===== config.mk =====
export PLATFORM = sky130hd
export DESIGN_NAME = adma_top
export DESIGN_NICKNAME = d
export VERILOG_FILES = /design/src/source/adma_pkg.sv /design/src/source/adma_read_arbiter.sv /design/src/source/adma_descriptor_fetch.sv /design/src/source/adma_descriptor_queue.sv /design/src/source/adma_transfer_engine.sv /design/src/source/adma_top.sv
export VERILOG_INCLUDE_DIRS = /design/src /design/src/source
export SDC_FILE = /design/constraint.sdc
export NUM_CORES = 1
export LEC_CHECK = 0
export BUFFER_PORTS_ARGS = -buffer_cell sky130_fd_sc_hd__buf_2
export CORE_ASPECT_RATIO = 1.75
export CORE_MARGIN = 3
export CORE_UTILIZATION = 45
export CTS_CLUSTER_SIZE = 16
export DETAILED_ROUTE_END_ITERATION = 10
export PLACE_DENSITY_LB_ADDON = 0.08
export SYNTH_ARGS = -nofsm -noshare
export SYNTH_HDL_FRONTEND = slang
export SYNTH_HIERARCHICAL = 1
export SYNTH_SLANG_ARGS = --single-unit

===== constraint.sdc =====
create_clock -name clock -period 4 [get_ports clock]
set_input_delay 0.4 -clock clock [delete_from_list [all_inputs] [get_ports clock]]
set_output_delay 0.4 -clock clock [all_outputs]
set_load 0.05 [all_outputs]

===== src/source/adma_defs.svh =====
`ifndef ADMA_DEFS_SVH
`define ADMA_DEFS_SVH

////////////////////////////////////////////////////////////////////////////
// Widths
////////////////////////////////////////////////////////////////////////////

// Byte address into system memory
`define ADMA_ADDR_W 32
// One memory beat, also one card FIFO word
`define ADMA_DATA_W 32
// 65536 bytes is 16384 words, which needs 15 bits
`define ADMA_COUNT_W 15

////////////////////////////////////////////////////////////////////////////
// Protocol limits
////////////////////////////////////////////////////////////////////////////

`define ADMA_MAX_BURST 16
// Two 32-bit words per ADMA2 descriptor line
`define ADMA_DESC_STRIDE 8
`define ADMA_QUEUE_DEPTH 4

`endif


===== src/source/adma_pkg.sv =====
`include "adma_defs.svh"

package adma_pkg;

  typedef logic [`ADMA_ADDR_W-1:0] addr_t;
  typedef logic [`ADMA_DATA_W-1:0] data_t;
  // Zero means an entry with no data
  typedef logic [`ADMA_COUNT_W-1:0] word_count_t;
  // Beats minus one, as on the memory port
  typedef logic [7:0] burst_len_t;

  // Action field of descriptor word 0, bits 5:4
  typedef enum logic [1:0] {
    act_nop  = 2'b00,
    act_rsv  = 2'b01,
    act_tran = 2'b10,
    act_link = 2'b11
  } desc_act_t;

  typedef enum logic [1:0] {
    fs_stop, fs_fetch, fs_decode, fs_push
  } fetch_state_t;

  typedef enum logic [1:0] {
    xs_idle, xs_pop, xs_addr, xs_data
  } xfer_state_t;

  typedef enum logic [1:0] {
    own_none, own_fetch, own_xfer
  } read_owner_t;

endpackage


===== src/source/adma_read_arbiter.sv =====
`timescale 1ns/1ps
`include "adma_defs.svh"

module adma_read_arbiter (
  input  logic                 clock,
  input  logic                 reset,
  input  adma_pkg::addr_t      fetch_rd_addr,
  input  adma_pkg::burst_len_t fetch_rd_len,
  input  logic                 fetch_rd_req,
  output logic                 fetch_rd_grant,
  input  adma_pkg::addr_t      xfer_rd_addr,
  input  adma_pkg::burst_len_t xfer_rd_len,
  input  logic                 xfer_rd_req,
  output logic                 xfer_rd_grant,
  output logic                 fetch_rd_valid,
  output logic                 xfer_rd_valid,
  input  logic                 rd_ready,
  output adma_pkg::addr_t      mem_araddr,
  output adma_pkg::burst_len_t mem_arlen,
  output logic                 mem_arvalid,
  input  logic                 mem_arready,
  input  logic                 mem_rvalid,
  input  logic                 mem_rlast,
  output logic                 mem_rready
);

  adma_pkg::read_owner_t owner;

  // Descriptor beats never stall; data beats wait for the FIFO word register
  assign mem_rready = (owner == adma_pkg::own_fetch) ||
                      ((owner == adma_pkg::own_xfer) && rd_ready);

  // Valid here means the beat actually moves
  assign fetch_rd_valid = (owner == adma_pkg::own_fetch) && mem_rvalid;
  assign xfer_rd_valid  = (owner == adma_pkg::own_xfer) && mem_rvalid && rd_ready;

  always_ff @(posedge clock) begin
    if (!reset) begin
      owner          <= adma_pkg::own_none;
      fetch_rd_grant <= 1'b0;
      xfer_rd_grant  <= 1'b0;
      mem_arvalid    <= 1'b0;
    end else begin
      fetch_rd_grant <= 1'b0;
      xfer_rd_grant  <= 1'b0;
      if (mem_arvalid && mem_arready) begin
        mem_arvalid <= 1'b0;
      end
      case (owner)
        adma_pkg::own_none: begin
          // Fetch wins a tie
          if (fetch_rd_req) begin
            owner          <= adma_pkg::own_fetch;
            fetch_rd_grant <= 1'b1;
            mem_arvalid    <= 1'b1;
          end else if (xfer_rd_req) begin
            owner         <= adma_pkg::own_xfer;
            xfer_rd_grant <= 1'b1;
            mem_arvalid   <= 1'b1;
          end
        end
        default: begin
          if (mem_rvalid && mem_rready && mem_rlast) begin
            owner <= adma_pkg::own_none;
          end
        end
      endcase
    end
  end

  // Request held by the winner until the burst is over
  always_ff @(posedge clock) begin
    if (owner == adma_pkg::own_none) begin
      mem_araddr <= fetch_rd_req ? fetch_rd_addr : xfer_rd_addr;
      mem_arlen  <= fetch_rd_req ? fetch_rd_len : xfer_rd_len;
    end
  end

endmodule


===== src/source/adma_descriptor_fetch.sv =====
`timescale 1ns/1ps
`include "adma_defs.svh"

module adma_descriptor_fetch (
  input  logic                  clock,
  input  logic                  reset,
  input  logic                  start,
  input  adma_pkg::addr_t       desc_pointer,
  output adma_pkg::addr_t       fetch_rd_addr,
  output adma_pkg::burst_len_t  fetch_rd_len,
  output logic                  fetch_rd_req,
  input  logic                  fetch_rd_grant,
  input  logic                  fetch_rd_valid,
  input  adma_pkg::data_t       rd_data,
  output logic                  push_req,
  input  logic                  push_ack,
  output adma_pkg::addr_t       push_addr,
  output adma_pkg::word_count_t push_words,
  output logic                  push_last,
  output logic                  fetch_error,
  output logic                  fetch_active
);

  adma_pkg::fetch_state_t      state;
  adma_pkg::addr_t             desc_ptr;
  logic [2*`ADMA_DATA_W-1:0]   desc_line;
  logic                        second_beat;

  logic                        desc_valid;
  logic                        desc_end;
  adma_pkg::desc_act_t         desc_act;
  logic [15:0]                 desc_length;
  adma_pkg::addr_t             desc_addr;
  adma_pkg::word_count_t       tran_words;

  ////////////////////////////////////////////////////////////////////////////
  // Descriptor decode
  ////////////////////////////////////////////////////////////////////////////

  assign desc_valid  = desc_line[0];
  assign desc_end    = desc_line[1];
  assign desc_act    = adma_pkg::desc_act_t'(desc_line[5:4]);
  assign desc_length = desc_line[31:16];
  assign desc_addr   = desc_line[2*`ADMA_DATA_W-1:`ADMA_DATA_W];

  // Length 0 stands for 65536 bytes, low two bits dropped
  assign tran_words = {desc_length == 16'h0000, desc_length[15:2]};

  // One descriptor line is a single two-beat burst
  assign fetch_rd_addr = desc_ptr;
  assign fetch_rd_len  =
    adma_pkg::burst_len_t'(`ADMA_DESC_STRIDE / (`ADMA_DATA_W / 8) - 1);
  assign fetch_active  = (state != adma_pkg::fs_stop);

  ////////////////////////////////////////////////////////////////////////////
  // Fetch FSM
  ////////////////////////////////////////////////////////////////////////////

  always_ff @(posedge clock) begin
    if (!reset) begin
      state        <= adma_pkg::fs_stop;
      fetch_rd_req <= 1'b0;
      push_req     <= 1'b0;
      fetch_error  <= 1'b0;
      second_beat  <= 1'b0;
    end else begin
      fetch_error <= 1'b0;
      case (state)
        adma_pkg::fs_stop: begin
          if (start) begin
            state        <= adma_pkg::fs_fetch;
            fetch_rd_req <= 1'b1;
          end
        end
        adma_pkg::fs_fetch: begin
          if (fetch_rd_grant) begin
            fetch_rd_req <= 1'b0;
          end
          if (fetch_rd_valid) begin
            second_beat <= ~second_beat;
            if (second_beat) begin
              state <= adma_pkg::fs_decode;
            end
          end
        end
        adma_pkg::fs_decode: begin
          if (!desc_valid) begin
            fetch_error <= 1'b1;
            state       <= adma_pkg::fs_stop;
          end else if (desc_act == adma_pkg::act_tran || desc_end) begin
            state <= adma_pkg::fs_push;
          end else begin
            // nop, reserved or link without end: next line right away
            state        <= adma_pkg::fs_fetch;
            fetch_rd_req <= 1'b1;
          end
        end
        default: begin
          // Four-phase push, new req only once the old ack is gone
          if (!push_req && !push_ack) begin
            push_req <= 1'b1;
          end else if (push_req && push_ack) begin
            push_req <= 1'b0;
            if (push_last) begin
              state <= adma_pkg::fs_stop;
            end else begin
              state        <= adma_pkg::fs_fetch;
              fetch_rd_req <= 1'b1;
            end
          end
        end
      endcase
    end
  end

  // Pointer, descriptor line and push entry
  always_ff @(posedge clock) begin
    if (state == adma_pkg::fs_stop && start) begin
      desc_ptr <= desc_pointer;
    end
    if (fetch_rd_valid) begin
      desc_line <= {rd_data, desc_line[2*`ADMA_DATA_W-1:`ADMA_DATA_W]};
    end
    if (state == adma_pkg::fs_decode) begin
      desc_ptr   <= (desc_act == adma_pkg::act_link) ? desc_addr
                                                     : desc_ptr + `ADMA_DESC_STRIDE;
      push_addr  <= desc_addr;
      push_words <= (desc_act == adma_pkg::act_tran) ? tran_words : '0;
      push_last  <= desc_end;
    end
  end

endmodule


===== src/source/adma_descriptor_queue.sv =====
`timescale 1ns/1ps
`include "adma_defs.svh"

module adma_descriptor_queue #(
  parameter int DEPTH = `ADMA_QUEUE_DEPTH
) (
  input  logic                  clock,
  input  logic                  reset,
  input  logic                  push_req,
  output logic                  push_ack,
  input  adma_pkg::addr_t       push_addr,
  input  adma_pkg::word_count_t push_words,
  input  logic                  push_last,
  output logic                  pop_req,
  input  logic                  pop_ack,
  output adma_pkg::addr_t       pop_addr,
  output adma_pkg::word_count_t pop_words,
  output logic                  pop_last,
  output logic                  empty
);

  localparam int PTR_W = (DEPTH > 1) ? $clog2(DEPTH) : 1;

  adma_pkg::addr_t       addr_mem  [DEPTH];
  adma_pkg::word_count_t words_mem [DEPTH];
  logic                  last_mem  [DEPTH];

  logic [PTR_W-1:0]           wr_ptr;
  logic [PTR_W-1:0]           rd_ptr;
  logic [$clog2(DEPTH+1)-1:0] count;
  logic                       do_store;
  logic                       do_remove;

  // Full queue holds back the ack
  assign do_store  = push_req && !push_ack && (count != DEPTH);
  assign do_remove = pop_req && pop_ack;
  assign empty     = (count == 0);

  // Head entry
  assign pop_addr  = addr_mem[rd_ptr];
  assign pop_words = words_mem[rd_ptr];
  assign pop_last  = last_mem[rd_ptr];

  always_ff @(posedge clock) begin
    if (!reset) begin
      wr_ptr   <= '0;
      rd_ptr   <= '0;
      count    <= '0;
      push_ack <= 1'b0;
      pop_req  <= 1'b0;
    end else begin
      if (do_store) begin
        push_ack <= 1'b1;
        wr_ptr   <= (wr_ptr == PTR_W'(DEPTH - 1)) ? '0 : wr_ptr + 1'b1;
      end else if (push_ack && !push_req) begin
        push_ack <= 1'b0;
      end
      if (do_remove) begin
        pop_req <= 1'b0;
        rd_ptr  <= (rd_ptr == PTR_W'(DEPTH - 1)) ? '0 : rd_ptr + 1'b1;
      end else if (!pop_req && !pop_ack && count != 0) begin
        pop_req <= 1'b1;
      end
      case ({do_store, do_remove})
        2'b10:   count <= count + 1'b1;
        2'b01:   count <= count - 1'b1;
        default: ;
      endcase
    end
  end

  always_ff @(posedge clock) begin
    if (do_store) begin
      addr_mem[wr_ptr]  <= push_addr;
      words_mem[wr_ptr] <= push_words;
      last_mem[wr_ptr]  <= push_last;
    end
  end

endmodule


===== src/source/adma_transfer_engine.sv =====
`timescale 1ns/1ps
`include "adma_defs.svh"

module adma_transfer_engine (
  input  logic                  clock,
  input  logic                  reset,
  input  logic                  start,
  input  logic                  int_clear,
  input  logic                  fetch_error,
  input  logic                  fetch_active,
  input  logic                  queue_empty,
  input  logic                  pop_req,
  output logic                  pop_ack,
  input  adma_pkg::addr_t       pop_addr,
  input  adma_pkg::word_count_t pop_words,
  input  logic                  pop_last,
  output adma_pkg::addr_t       xfer_rd_addr,
  output adma_pkg::burst_len_t  xfer_rd_len,
  output logic                  xfer_rd_req,
  input  logic                  xfer_rd_grant,
  input  logic                  xfer_rd_valid,
  input  adma_pkg::data_t       rd_data,
  output logic                  rd_ready,
  output adma_pkg::data_t       fifo_data,
  output logic                  fifo_valid,
  input  logic                  fifo_ready,
  output logic                  busy,
  output logic                  xfer_done,
  output logic                  adma_error
);

  adma_pkg::xfer_state_t state;
  adma_pkg::addr_t       cur_addr;
  adma_pkg::word_count_t words_left;
  adma_pkg::word_count_t burst_words;
  adma_pkg::burst_len_t  beats_left;
  logic                  cur_last;
  logic                  fifo_last;
  logic                  err_pending;

  // Next burst is capped at the protocol limit
  assign burst_words = (words_left > adma_pkg::word_count_t'(`ADMA_MAX_BURST)) ?
                       adma_pkg::word_count_t'(`ADMA_MAX_BURST) : words_left;
  assign xfer_rd_addr = cur_addr;
  assign xfer_rd_len  = adma_pkg::burst_len_t'(burst_words - 1'b1);

  // One word register toward the card
  assign rd_ready = !fifo_valid || fifo_ready;

  ////////////////////////////////////////////////////////////////////////////
  // Entry and burst sequencing
  ////////////////////////////////////////////////////////////////////////////

  always_ff @(posedge clock) begin
    if (!reset) begin
      state       <= adma_pkg::xs_idle;
      pop_ack     <= 1'b0;
      xfer_rd_req <= 1'b0;
      fifo_valid  <= 1'b0;
      busy        <= 1'b0;
      xfer_done   <= 1'b0;
      adma_error  <= 1'b0;
      err_pending <= 1'b0;
    end else begin
      case (state)
        adma_pkg::xs_idle: begin
          if (pop_req) begin
            pop_ack <= 1'b1;
            state   <= adma_pkg::xs_pop;
          end
        end
        adma_pkg::xs_pop: begin
          if (!pop_req) begin
            pop_ack <= 1'b0;
          end
          if (!pop_ack) begin
            if (words_left != 0) begin
              state       <= adma_pkg::xs_addr;
              xfer_rd_req <= 1'b1;
            end else if (!fifo_valid) begin
              // Empty entry, end flag on a nop or link
              state <= adma_pkg::xs_idle;
              if (cur_last) begin
                xfer_done <= 1'b1;
                busy      <= 1'b0;
              end
            end
          end
        end
        adma_pkg::xs_addr: begin
          if (xfer_rd_grant) begin
            xfer_rd_req <= 1'b0;
            state       <= adma_pkg::xs_data;
          end
        end
        default: begin
          if (xfer_rd_valid && beats_left == 1) begin
            if (words_left == 1) begin
              state <= adma_pkg::xs_idle;
            end else begin
              state       <= adma_pkg::xs_addr;
              xfer_rd_req <= 1'b1;
            end
          end
        end
      endcase

      if (xfer_rd_valid) begin
        fifo_valid <= 1'b1;
      end else if (fifo_ready) begin
        fifo_valid <= 1'b0;
      end

      if (start && !busy) begin
        busy <= 1'b1;
      end
      if (fifo_valid && fifo_ready && fifo_last) begin
        xfer_done <= 1'b1;
        busy      <= 1'b0;
      end

      // Error is reported once queued data has drained
      if (fetch_error) begin
        err_pending <= 1'b1;
      end
      if (err_pending && !fetch_active && queue_empty && !pop_ack &&
          state == adma_pkg::xs_idle && !fifo_valid) begin
        err_pending <= 1'b0;
        adma_error  <= 1'b1;
        busy        <= 1'b0;
      end

      if (int_clear) begin
        xfer_done  <= 1'b0;
        adma_error <= 1'b0;
      end
    end
  end

  ////////////////////////////////////////////////////////////////////////////
  // Datapath
  ////////////////////////////////////////////////////////////////////////////

  always_ff @(posedge clock) begin
    if (state == adma_pkg::xs_idle && pop_req) begin
      cur_addr   <= pop_addr;
      words_left <= pop_words;
      cur_last   <= pop_last;
    end
    if (state == adma_pkg::xs_addr && xfer_rd_grant) begin
      beats_left <= adma_pkg::burst_len_t'(burst_words);
    end
    if (xfer_rd_valid) begin
      fifo_data  <= rd_data;
      fifo_last  <= cur_last && (words_left == 1);
      cur_addr   <= cur_addr + (`ADMA_DATA_W / 8);
      words_left <= words_left - 1'b1;
      beats_left <= beats_left - 1'b1;
    end
  end

endmodule


===== src/source/adma_top.sv =====
`timescale 1ns/1ps
`include "adma_defs.svh"

module adma_top (
  input  logic                 clock,
  input  logic                 reset,
  input  logic                 start,
  input  adma_pkg::addr_t      desc_pointer,
  input  logic                 int_clear,
  output logic                 busy,
  output logic                 xfer_done,
  output logic                 adma_error,
  output adma_pkg::addr_t      mem_araddr,
  output adma_pkg::burst_len_t mem_arlen,
  output logic                 mem_arvalid,
  input  logic                 mem_arready,
  input  adma_pkg::data_t      mem_rdata,
  input  logic                 mem_rvalid,
  input  logic                 mem_rlast,
  output logic                 mem_rready,
  output adma_pkg::data_t      fifo_data,
  output logic                 fifo_valid,
  input  logic                 fifo_ready
);

  // Fetch side of the arbiter
  adma_pkg::addr_t       fetch_rd_addr;
  adma_pkg::burst_len_t  fetch_rd_len;
  logic                  fetch_rd_req, fetch_rd_grant, fetch_rd_valid;
  logic                  fetch_error, fetch_active;

  // Transfer side of the arbiter
  adma_pkg::addr_t       xfer_rd_addr;
  adma_pkg::burst_len_t  xfer_rd_len;
  logic                  xfer_rd_req, xfer_rd_grant, xfer_rd_valid, rd_ready;

  // Queue handshakes
  logic                  push_req, push_ack, push_last;
  adma_pkg::addr_t       push_addr;
  adma_pkg::word_count_t push_words;
  logic                  pop_req, pop_ack, pop_last, queue_empty;
  adma_pkg::addr_t       pop_addr;
  adma_pkg::word_count_t pop_words;

  adma_descriptor_fetch u_fetch (
    .clock, .reset, .start, .desc_pointer,
    .fetch_rd_addr, .fetch_rd_len, .fetch_rd_req, .fetch_rd_grant, .fetch_rd_valid,
    .rd_data (mem_rdata),
    .push_req, .push_ack, .push_addr, .push_words, .push_last,
    .fetch_error, .fetch_active
  );

  adma_descriptor_queue #(
    .DEPTH (`ADMA_QUEUE_DEPTH)
  ) u_queue (
    .clock, .reset,
    .push_req, .push_ack, .push_addr, .push_words, .push_last,
    .pop_req, .pop_ack, .pop_addr, .pop_words, .pop_last,
    .empty (queue_empty)
  );

  adma_transfer_engine u_engine (
    .clock, .reset, .start, .int_clear, .fetch_error, .fetch_active, .queue_empty,
    .pop_req, .pop_ack, .pop_addr, .pop_words, .pop_last,
    .xfer_rd_addr, .xfer_rd_len, .xfer_rd_req, .xfer_rd_grant, .xfer_rd_valid,
    .rd_data (mem_rdata), .rd_ready,
    .fifo_data, .fifo_valid, .fifo_ready,
    .busy, .xfer_done, .adma_error
  );

  adma_read_arbiter u_arbiter (
    .clock, .reset,
    .fetch_rd_addr, .fetch_rd_len, .fetch_rd_req, .fetch_rd_grant,
    .xfer_rd_addr, .xfer_rd_len, .xfer_rd_req, .xfer_rd_grant,
    .fetch_rd_valid, .xfer_rd_valid, .rd_ready,
    .mem_araddr, .mem_arlen, .mem_arvalid, .mem_arready,
    .mem_rvalid, .mem_rlast, .mem_rready
  );

endmodule


==> impl_metrics.csv, run 1 <==
group,metric,value,unit
run_status,status,"finished, final reports clean",
clocking,clock_sinks,484,
clocking,cts_setup_buffers,0,
detailed_routing,vias,11350,
timing,rsz0062_at_grt,"no",
clocking,cts_tree,"built",
layout,area_growth,13.69,%
detailed_routing,vias_per_cell,5.603,
grt,grt_pass1_vias,12000,
timing,maxSlewViolCount,0,
floorplan,rows,101,
min_path,min_path_cells,1,
power,p_per_area,617.8,nW/um2
timing,slew_headroom,39.84,%
grt,grt_max_degree,89,
clocking,clk_latency,560,ps
layout,layout.cells.most_common,"edfxtp_1",
timing,period_share,78.57,%
detailed_routing,route.detailed.drc,0,
clocking,clk_pin_slew,70,ps
floorplan,core,43850,um2
timing,fin_crit,3143,ps
yosys,ys_types,77,
worst_setup_path,worstReg2RegStart,"u_engine/words_left[0]",
placed_design,place_hpwl,33320,um
timing,hold_viol_final,0,
detailed_routing,post_drt_wl_per_cell,24.28,um
worst_setup_path,worstRegToRegCells,10,
floorplan,die_w,165.9,um
grt,antenna_found_initial,0,
placed_design,place_congestion,0.8423,
floorplan,ios,150,
detailed_routing,detail-route-antenna-nets,0,
worst_setup_path,cp-endpoint,"u_arbiter/mem_arlen[4]",
yosys,syn_area,20130,um2
floorplan,start_util,45.91,%
yosys,syn_area_per_cell,15.90,um2
yosys,yosys_warnings,6,
yosys,ys_seq_elements,484,
grt,gr-usage-all-layers,20.47,%
placed_design,dp.cells,1944,
floorplan,die_area,47410,um2
detailed_routing,drt-total-wl,49160,um
timing,worst_pin_slew,902.4,ps
yosys,synth_ff_type,"edfxtp_1",
clocking,cts_buffers,44,
timing,fmax,318.2,MHz
layout,num-fill-cells,3649,
clocking,h-tree-depth,2,
layout,n_antenna_cell,0,
worst_setup_path,setup.worst_path.start_class,"register",
flow_run,drv_cap,0,
yosys,yosysSeqAreaShare,70.65,%
timing,fin_tns_setup,0,ps
power,leakagePower,7.677,nW
worst_setup_path,worstSetupStartpoint,"u_engine/words_left[0]",
yosys,ys_async_sr_fraction,0,%
worst_setup_path,crit_type,"register to register",
detailed_routing,drtIter0Drc,733,
yosys,synth_edf_count,453,
min_path,hold_start,"mem_rdata[5]",
worst_setup_path,arrival,3450,ps
clocking,root_buffer,"clkbuf_16",
timing,finalClockSkew,17.52,ps
grt,overflow,0,
worst_setup_path,critPathRequiredTime,4310,ps
floorplan,die_h,285.8,um
clocking,holdBufCountCts,1,
worst_setup_path,crit_fanout,7,
clocking,cts_buffer_depth,3,
min_path,hold_path.class,"primary input to register",
layout,fin_nets,1521,
layout,layout_common_cells,"edfxtp_1, buf_2, nor2_1, inv_1, mux4_2",
clocking,cts.repair.resized,0,
detailed_routing,dr.pass1.iters,5,
layout,stdcell_area,22890,um2
power,peakVddDrop,0.4626,mV
timing,finalSetupViolations,0,
placed_design,dpl_cell_area,21470,um2
worst_setup_path,cp-end-kind,"register",
layout,drive_above_1_share,24.88,%
layout,stdcell_count,2025,
worst_setup_path,regToRegEndpoint,"u_arbiter/mem_arlen[4]",
grt,grt_first_pass_wirelength,73280,um
placed_design,port_buffers,149,
yosys,netlist_instances,1266,
worst_setup_path,reg2reg_slack,860,ps
==> how the worst min path moves through the flow <==
stage                             endpoint
finish               u_fetch/desc_line[37]
CTS                 u_engine/fifo_data[16]
global route        u_engine/fifo_data[16]
floorplan             u_engine/err_pending
detailed placement    u_engine/err_pending
global placement      u_engine/err_pending
==> state kept, by name (all words and copies together) (netlist names), 32 cells and up, named ones only <==
| name | count |
|---|---|
| u_fetch/push_addr | 32 |
| u_fetch/fetch_rd_addr | 32 |
| u_queue/words_mem | 60 |
| u_engine/xfer_rd_addr | 32 |
| u_fetch/desc_line | 52 |
| u_arbiter/mem_araddr | 32 |
| u_queue/addr_mem | 128 |
| u_engine/fifo_data | 32 |
==> critical path, cell delays in order, from the launching register on <==
cell       delay [ps]
edfxtp_1          440
inv_1             100
ha_1              210
or3b_2            540
a2111oi_4         570
nand3_1           210
ha_1              250
inv_1              80
nor2_1             50
a22o_2            210
mux2_2            250
==> Yosys cell counts, types with 27 or more instances <==
master | instances | area share [%]
xnor2_1 | 33 | 1.4
mux4_2 | 48 | 5.4
nand3_1 | 36 | 0.89
mux2_2 | 44 | 2.5
edfxtp_1 | 453 | 68
nand2_1 | 44 | 0.82
a21oi_1 | 45 | 1.1
nor2_1 | 78 | 1.5
inv_1 | 48 | 0.89
dfxtp_1 | 31 | 3.1
o21ai_0 | 27 | 0.67
clkbuf_1 | 33 | 0.62
==> where the power goes <==
part,leakage (nW),internal [mW],switching [mW]
clock network,0.693,2.32,1.84
logic,2.56,0.861,2.00
registers,4.42,6.53,0.597
total,7.68,9.71,4.43
==> per-layer routing <==
metal / vias to the layer above / track usage (%) / routed length [um]
li1: 5214 / - / -
met1: 5793 / 21.53 / 17480
met2: 256 / 41.03 / 28300
met3: 83 / 2.281 / 1455
met4: 0 / 7.971 / 1928
met5: - / 0 / 0
==> through the flow <==
stage	hold slack (ps)	power, mW	setup WS [ps]	util [%]
finish	27.70	14.14	857.1	52.19
global route	14.11	14.70	661.1	52.19
CTS	0.7270	14.29	859.4	52.19
detailed placement	432.4	10.10	869.1	48.96
global placement	431.5	10.07	897.5	48.96
floorplan	411.4	9.094	536.8	-
==> cell families after synthesis <==
| group | after synthesis | share of synthesized area, % |
|---|---|---|
| AOI/OAI and AO/OA | 168 | 5.606 |
| xor gates and xnor gates | 59 | 2.567 |
| adders and majority gates | 24 | 1.529 |
| buffers and inverters | 109 | 2.523 |
| DFF | 484 | 70.65 |
| muxes | 98 | 8.129 |
| other | 2 | 0.03730 |
| and+or+nand+nor | 322 | 8.956 |
==> layout make-up <==
cell class | count | area [um2] | share of cell area [%]
Sequential cell | 484 | 14230 | 62.19
Tap cell | 566 | 708.2 | 3.094
Timing Repair Buffer | 168 | 903.4 | 3.947
Inverter | 48 | 180.2 | 0.7872
Clock inverter | 20 | 170.2 | 0.7435
Multi-Input combinational cell | 679 | 5454 | 23.83
Clock buffer | 60 | 1239 | 5.412
Power figures use the tool's default switching activity.
==> inputs of run 2 (changes only) <==
==> constraint.sdc (replaced) <==
create_clock -name clock -period 2.79 [get_ports clock]
set_input_delay 0.279 -clock clock [delete_from_list [all_inputs] [get_ports clock]]
set_output_delay 0.279 -clock clock [all_outputs]
set_load 0.05 [all_outputs]
==> impl_metrics.csv, run 2 (synthesis gave the netlist of run 1 again) <==
group,metric,value,unit
layout,utilization,54.07,%
clocking,clk_pin_slew,70,ps
layout,stdcell_area,23710,um2
placed_design,pre_cts_slack,117.8,ps
timing,fin_tns_setup,0,ps
placed_design,dp.cells,1981,
clocking,clk_latency,560,ps
layout,stdcell_count,2106,
power,p_per_area,863.6,nW/um2
layout,layout.cells.most_common,"edfxtp_1",
flow_run,drv_cap,0,
worst_setup_path,worstSetupStartpoint,"u_engine/words_left[0]",
power,peakVddDrop,0.6155,mV
min_path,hold_start,"desc_pointer[23]",
detailed_routing,vias,11740,
clocking,cts_buffer_depth,3,
placed_design,place_congestion,0.8367,
grt,grt_max_degree,88,
floorplan,die_area,47410,um2
worst_setup_path,reg2reg_slack,140,ps
timing,slew_headroom,52.19,%
floorplan,rows,101,
grt,grt_pass1_vias,12390,
floorplan,ios,150,
detailed_routing,drtIter0Drc,766,
floorplan,core,43850,um2
layout,top_register,"u_queue/addr_mem",
detailed_routing,post_drt_wl_per_cell,24.14,um
clocking,root_buffer,"clkbuf_16",
detailed_routing,drt-total-wl,50840,um
timing,finalSetupViolations,0,
worst_setup_path,crit_fanout,3,
clocking,h-tree-depth,2,
grt,grt_first_pass_wirelength,76090,um
clocking,clock_sinks,484,
timing,hold_viol_final,0,
layout,top_regs,"u_queue/addr_mem (128), u_queue/words_mem (60), u_fetch/desc_line (52)",
detailed_routing,vias_per_cell,5.576,
placed_design,port_buffers,149,
layout,seqCellArea,14230,um2
power,power,20.48,mW
timing,fmax,377.9,MHz
floorplan,die_h,285.8,um
worst_setup_path,regToRegEndpoint,"u_arbiter/mem_arlen[4]",
timing,period_share,94.85,%
worst_setup_path,worstRegToRegCells,10,
layout,num-fill-cells,3615,
floorplan,die_w,165.9,um
min_path,holdPathEnd,"u_fetch/fetch_rd_addr[23]",
layout,fin_nets,1603,
worst_setup_path,arrival,2960,ps
grt,antenna_found_initial,0,
worst_setup_path,cp-end-kind,"register",
timing,maxSlewViolCount,0,
timing,fin_crit,2646,ps
layout,layout_common_cells,"edfxtp_1, buf_2, nor2_1, buf_4, mux4_2",
worst_setup_path,worstReg2RegStart,"u_engine/words_left[0]",
clocking,cts_buffers,44,
timing,final.setup.worst_slack,143.6,ps
grt,overflow,0,
timing,holdWs,26.33,ps
layout,n_antenna_cell,0,
worst_setup_path,critPathRequiredTime,3100,ps
timing,finalClockSkew,13.57,ps
floorplan,start_util,45.91,%
detailed_routing,dr.pass1.iters,5,
placed_design,dpl_cell_area,21830,um2
grt,gr-usage-all-layers,21.25,%
detailed_routing,detail-route-antenna-nets,0,
timing,worst_pin_slew,717.1,ps
worst_setup_path,crit_type,"register to register",
min_path,min_path_cells,2,
run_status,status,"finished, final reports clean",
placed_design,place_hpwl,35520,um
layout,area_growth,17.77,%
clocking,cts_tree,"built",
layout,largest_register_ffs,128,
min_path,hold_path.class,"primary input to register",
detailed_routing,route.detailed.drc,0,
power,leakagePower,8.055,nW
worst_setup_path,setup.worst_path.start_class,"register",
layout,multi_input_area,5464,um2
layout,drive_above_1_share,26.56,%
==> run 2: changes by cell type in the layout (fill, tap and decap cells not counted), sizes merged <==
cell / delta
bufinv: +2
clkinvlp: +3
clkinv: +1
inv: -3
buf: +41
clkbuf: -4
dlygate4sd3: +41
==> run 2: repair_timing <==
action	4_1_cts	5_1_grt
buffers inserted	0	4
hold buffers	42	0
hold endpoints to repair	74	0
resized for setup	0	5
setup endpoints to repair	0	2
==> run 2: power breakdown <==
part / switching (mW) / internal, mW
Sequential: 0.811 / 9.35
Combinational: 2.91 / 1.35
Clock: 2.66 / 3.39
==> run 2: routing by layer <==
layer	track usage (%)	share of wire (%)
met5	0	0
met4	9.781	4.9
met3	2.585	3.0
met2	41.99	57
met1	22.05	35
==> run 2: area by class of cell <==
class / instances / share of cell area (%)
sequential: 484 / 60.02
multi-input combinational: 679 / 23.05
timing repair buffer: 250 / 7.209
clock buffer: 56 / 5.008
tap: 566 / 2.987
clock inverter: 23 / 0.9710
inverter: 48 / 0.7599
==> run 2: how the worst max path moves through the flow <==
stage | cells after the start | end
after floorplan | 10 | u_arbiter/mem_arlen[4]
after global placement | 10 | u_arbiter/mem_arlen[4]
after detailed placement | 10 | u_arbiter/mem_arlen[4]
after CTS | 10 | u_arbiter/mem_arlen[4]
after global routing | 10 | u_arbiter/mem_arlen[4]
final | 10 | u_arbiter/mem_arlen[4]
==> run 2: critical path, cell delays in order, from the launching register on <==
cell	delay (ps)
edfxtp_1	400
inv_2	70
ha_1	150
or3b_4	420
a2111oi_4	420
nand3_1	170
ha_2	220
inv_2	60
nor2_1	50
a22o_2	200
mux2_2	250
==> inputs of run 3 (changes only) <==
--- a/config.mk
+++ b/config.mk
@@ -13,6 +13,7 @@
 export CTS_CLUSTER_SIZE = 16
 export DETAILED_ROUTE_END_ITERATION = 10
 export PLACE_DENSITY_LB_ADDON = 0.08
+export REMOVE_ABC_BUFFERS = 1
 export SYNTH_ARGS = -nofsm -noshare
 export SYNTH_HDL_FRONTEND = slang
 export SYNTH_HIERARCHICAL = 1
==> impl_metrics.csv, run 3 (synthesis gave the netlist of run 1 again) <==
group,metric,value,unit
run_status,status,"finished, final reports clean",
layout,largest_register_ffs,128,
timing,period_share,96.12,%
detailed_routing,highest_layer,"met4",
power,p_sw_share,30.77,%
power,p_per_area,871.3,nW/um2
power,intPower,14.36,mW
min_path,hold_path.class,"primary input to register",
floorplan,die_area,47410,um2
grt,grt_first_pass_wirelength,71570,um
worst_setup_path,critPathRequiredTime,3090,ps
layout,fin_nets,1601,
detailed_routing,vias,11660,
detailed_routing,detail-route-antenna-nets,0,
min_path,hold_start,"desc_pointer[11]",
detailed_routing,route.detailed.drc,0,
detailed_routing,vias_per_cell,5.537,
flow_run,drv_cap,0,
detailed_routing,drtIter0Drc,636,
clocking,clock_sinks,484,
layout,drive_above_1_share,26.62,%
worst_setup_path,cp-end-kind,"register",
floorplan,ios,150,
clocking,cts_tree,"built",
worst_setup_path,crit_fanout,3,
timing,finalClockSkew,16.08,ps
power,clockPowerShare,30.3,%
detailed_routing,post_drt_wl_per_cell,22.53,um
worst_setup_path,worstReg2RegStart,"u_engine/words_left[1]",
clocking,root_buffer,"clkbuf_16",
grt,overflow,0,
worst_setup_path,setup.worst_path.start_class,"register",
timing,final.setup.worst_slack,108.4,ps
worst_setup_path,worstRegToRegCells,10,
timing,slew_headroom,44.62,%
layout,utilization,54.28,%
clocking,h-tree-depth,2,
placed_design,place_congestion,0.8136,
grt,grt_pass1_vias,12300,
power,peakVddDrop,0.7327,mV
power,p_comb_share,21.0,%
floorplan,core,43850,um2
grt,antenna_found_initial,0,
layout,layout.cells.most_common,"edfxtp_1",
detailed_routing,drt-total-wl,47440,um
placed_design,pre_cts_slack,-2.689,ps
placed_design,place_hpwl,31130,um
clocking,cts_buffers,45,
detailed_routing,drt-met1-wl,17700,um
floorplan,die_h,285.8,um
floorplan,start_util,45.91,%
timing,fin_crit,2682,ps
timing,maxSlewViolCount,0,
timing,worst_pin_slew,830.7,ps
timing,fmax,372.9,MHz
worst_setup_path,crit_type,"register to register",
worst_setup_path,arrival,2980,ps
placed_design,port_buffers,149,
timing,finalSetupViolations,0,
power,seqPwrFrac,48.7,%
floorplan,rows,101,
floorplan,die_w,165.9,um
worst_setup_path,worstSetupStartpoint,"u_engine/words_left[1]",
detailed_routing,dr.pass1.iters,6,
power,leakagePower,8.096,nW
clocking,cts_buffer_depth,3,
grt,gr-usage-all-layers,19.68,%
clocking,clk_latency,560,ps
detailed_routing,wl_met2,26510,um
grt,grt_max_degree,88,
detailed_routing,wl_met3,1573,um
min_path,min_path_cells,2,
layout,area_growth,18.22,%
power,p_sw,6.381,mW
timing,hold_viol_final,0,
layout,top_register,"u_queue/addr_mem",
layout,n_antenna_cell,0,
clocking,clk_pin_slew,60,ps
power,power,20.74,mW
layout,layout_common_cells,"edfxtp_1, buf_2, nor2_1, mux4_2",
layout,top_regs,"u_queue/addr_mem (128), u_queue/words_mem (60), u_fetch/desc_line (52)",
[run 3: power groups by stage]
stage	clock [mW]	sequential, mW	combinational [mW]
floorplan	0	11.2	1.78
global placement	0	10.2	4.33
detailed placement	0	10.2	4.37
CTS	6.47	10.1	4.43
global route	6.72	10.2	4.66
finish	6.28	10.1	4.36
[run 3: layout make-up]
class | count | area, um2
clock buffer | 51 | 1191
fill | 3591 | 20050
clock inverter | 31 | 315.3
tap | 566 | 708.2
sequential | 484 | 14230
multi-input combinational | 679 | 5466
inverter | 48 | 180.2
timing repair buffer | 247 | 1709
[run 3: through the flow]
step	hold WS (ps)	instance area (um2)	cells	TNS (ps)
finish	21.21	23800	2106	0
global route	11.45	23800	2106	-35.00
CTS	0.1194	23770	2104	0
detailed placement	428.4	21850	1981	-2.689
global placement	426.4	21850	1981	0
floorplan	377.9	19830	1211	-142690
[run 3: layer usage]
layer	up-vias	track usage [%]
met5	-	0
met1	5917	21.90
met4	0	7.138
met3	94	2.461
met2	265	38.16
li1	5384	-
[run 3: worst paths after layout]
check	slack, ps	to
max	110	u_arbiter/mem_arlen[4]
min	20	u_fetch/fetch_rd_addr[11]
max reg2reg	110	u_arbiter/mem_arlen[4]
min reg2reg	440	u_fetch/push_addr[14]
[run 3: worst max-delay path, cell delays in order, from the launching register on]
cell	delay (ps)
edfxtp_1	400
inv_2	80
ha_2	170
or3b_4	400
a2111oi_4	430
nand3_1	160
ha_2	210
inv_1	70
nor2_1	50
a22o_2	200
mux2_2	250
[run 3: timing repair]
item | CTS | global route
cloned | 0 | 0
endpoints found under the hold margin | 73 | 0
hold buffers | 41 | 0
resized for setup | 0 | 7
pin swaps | 1 | 4
setup endpoints to repair | 2 | 3
buffers inserted | 0 | 2
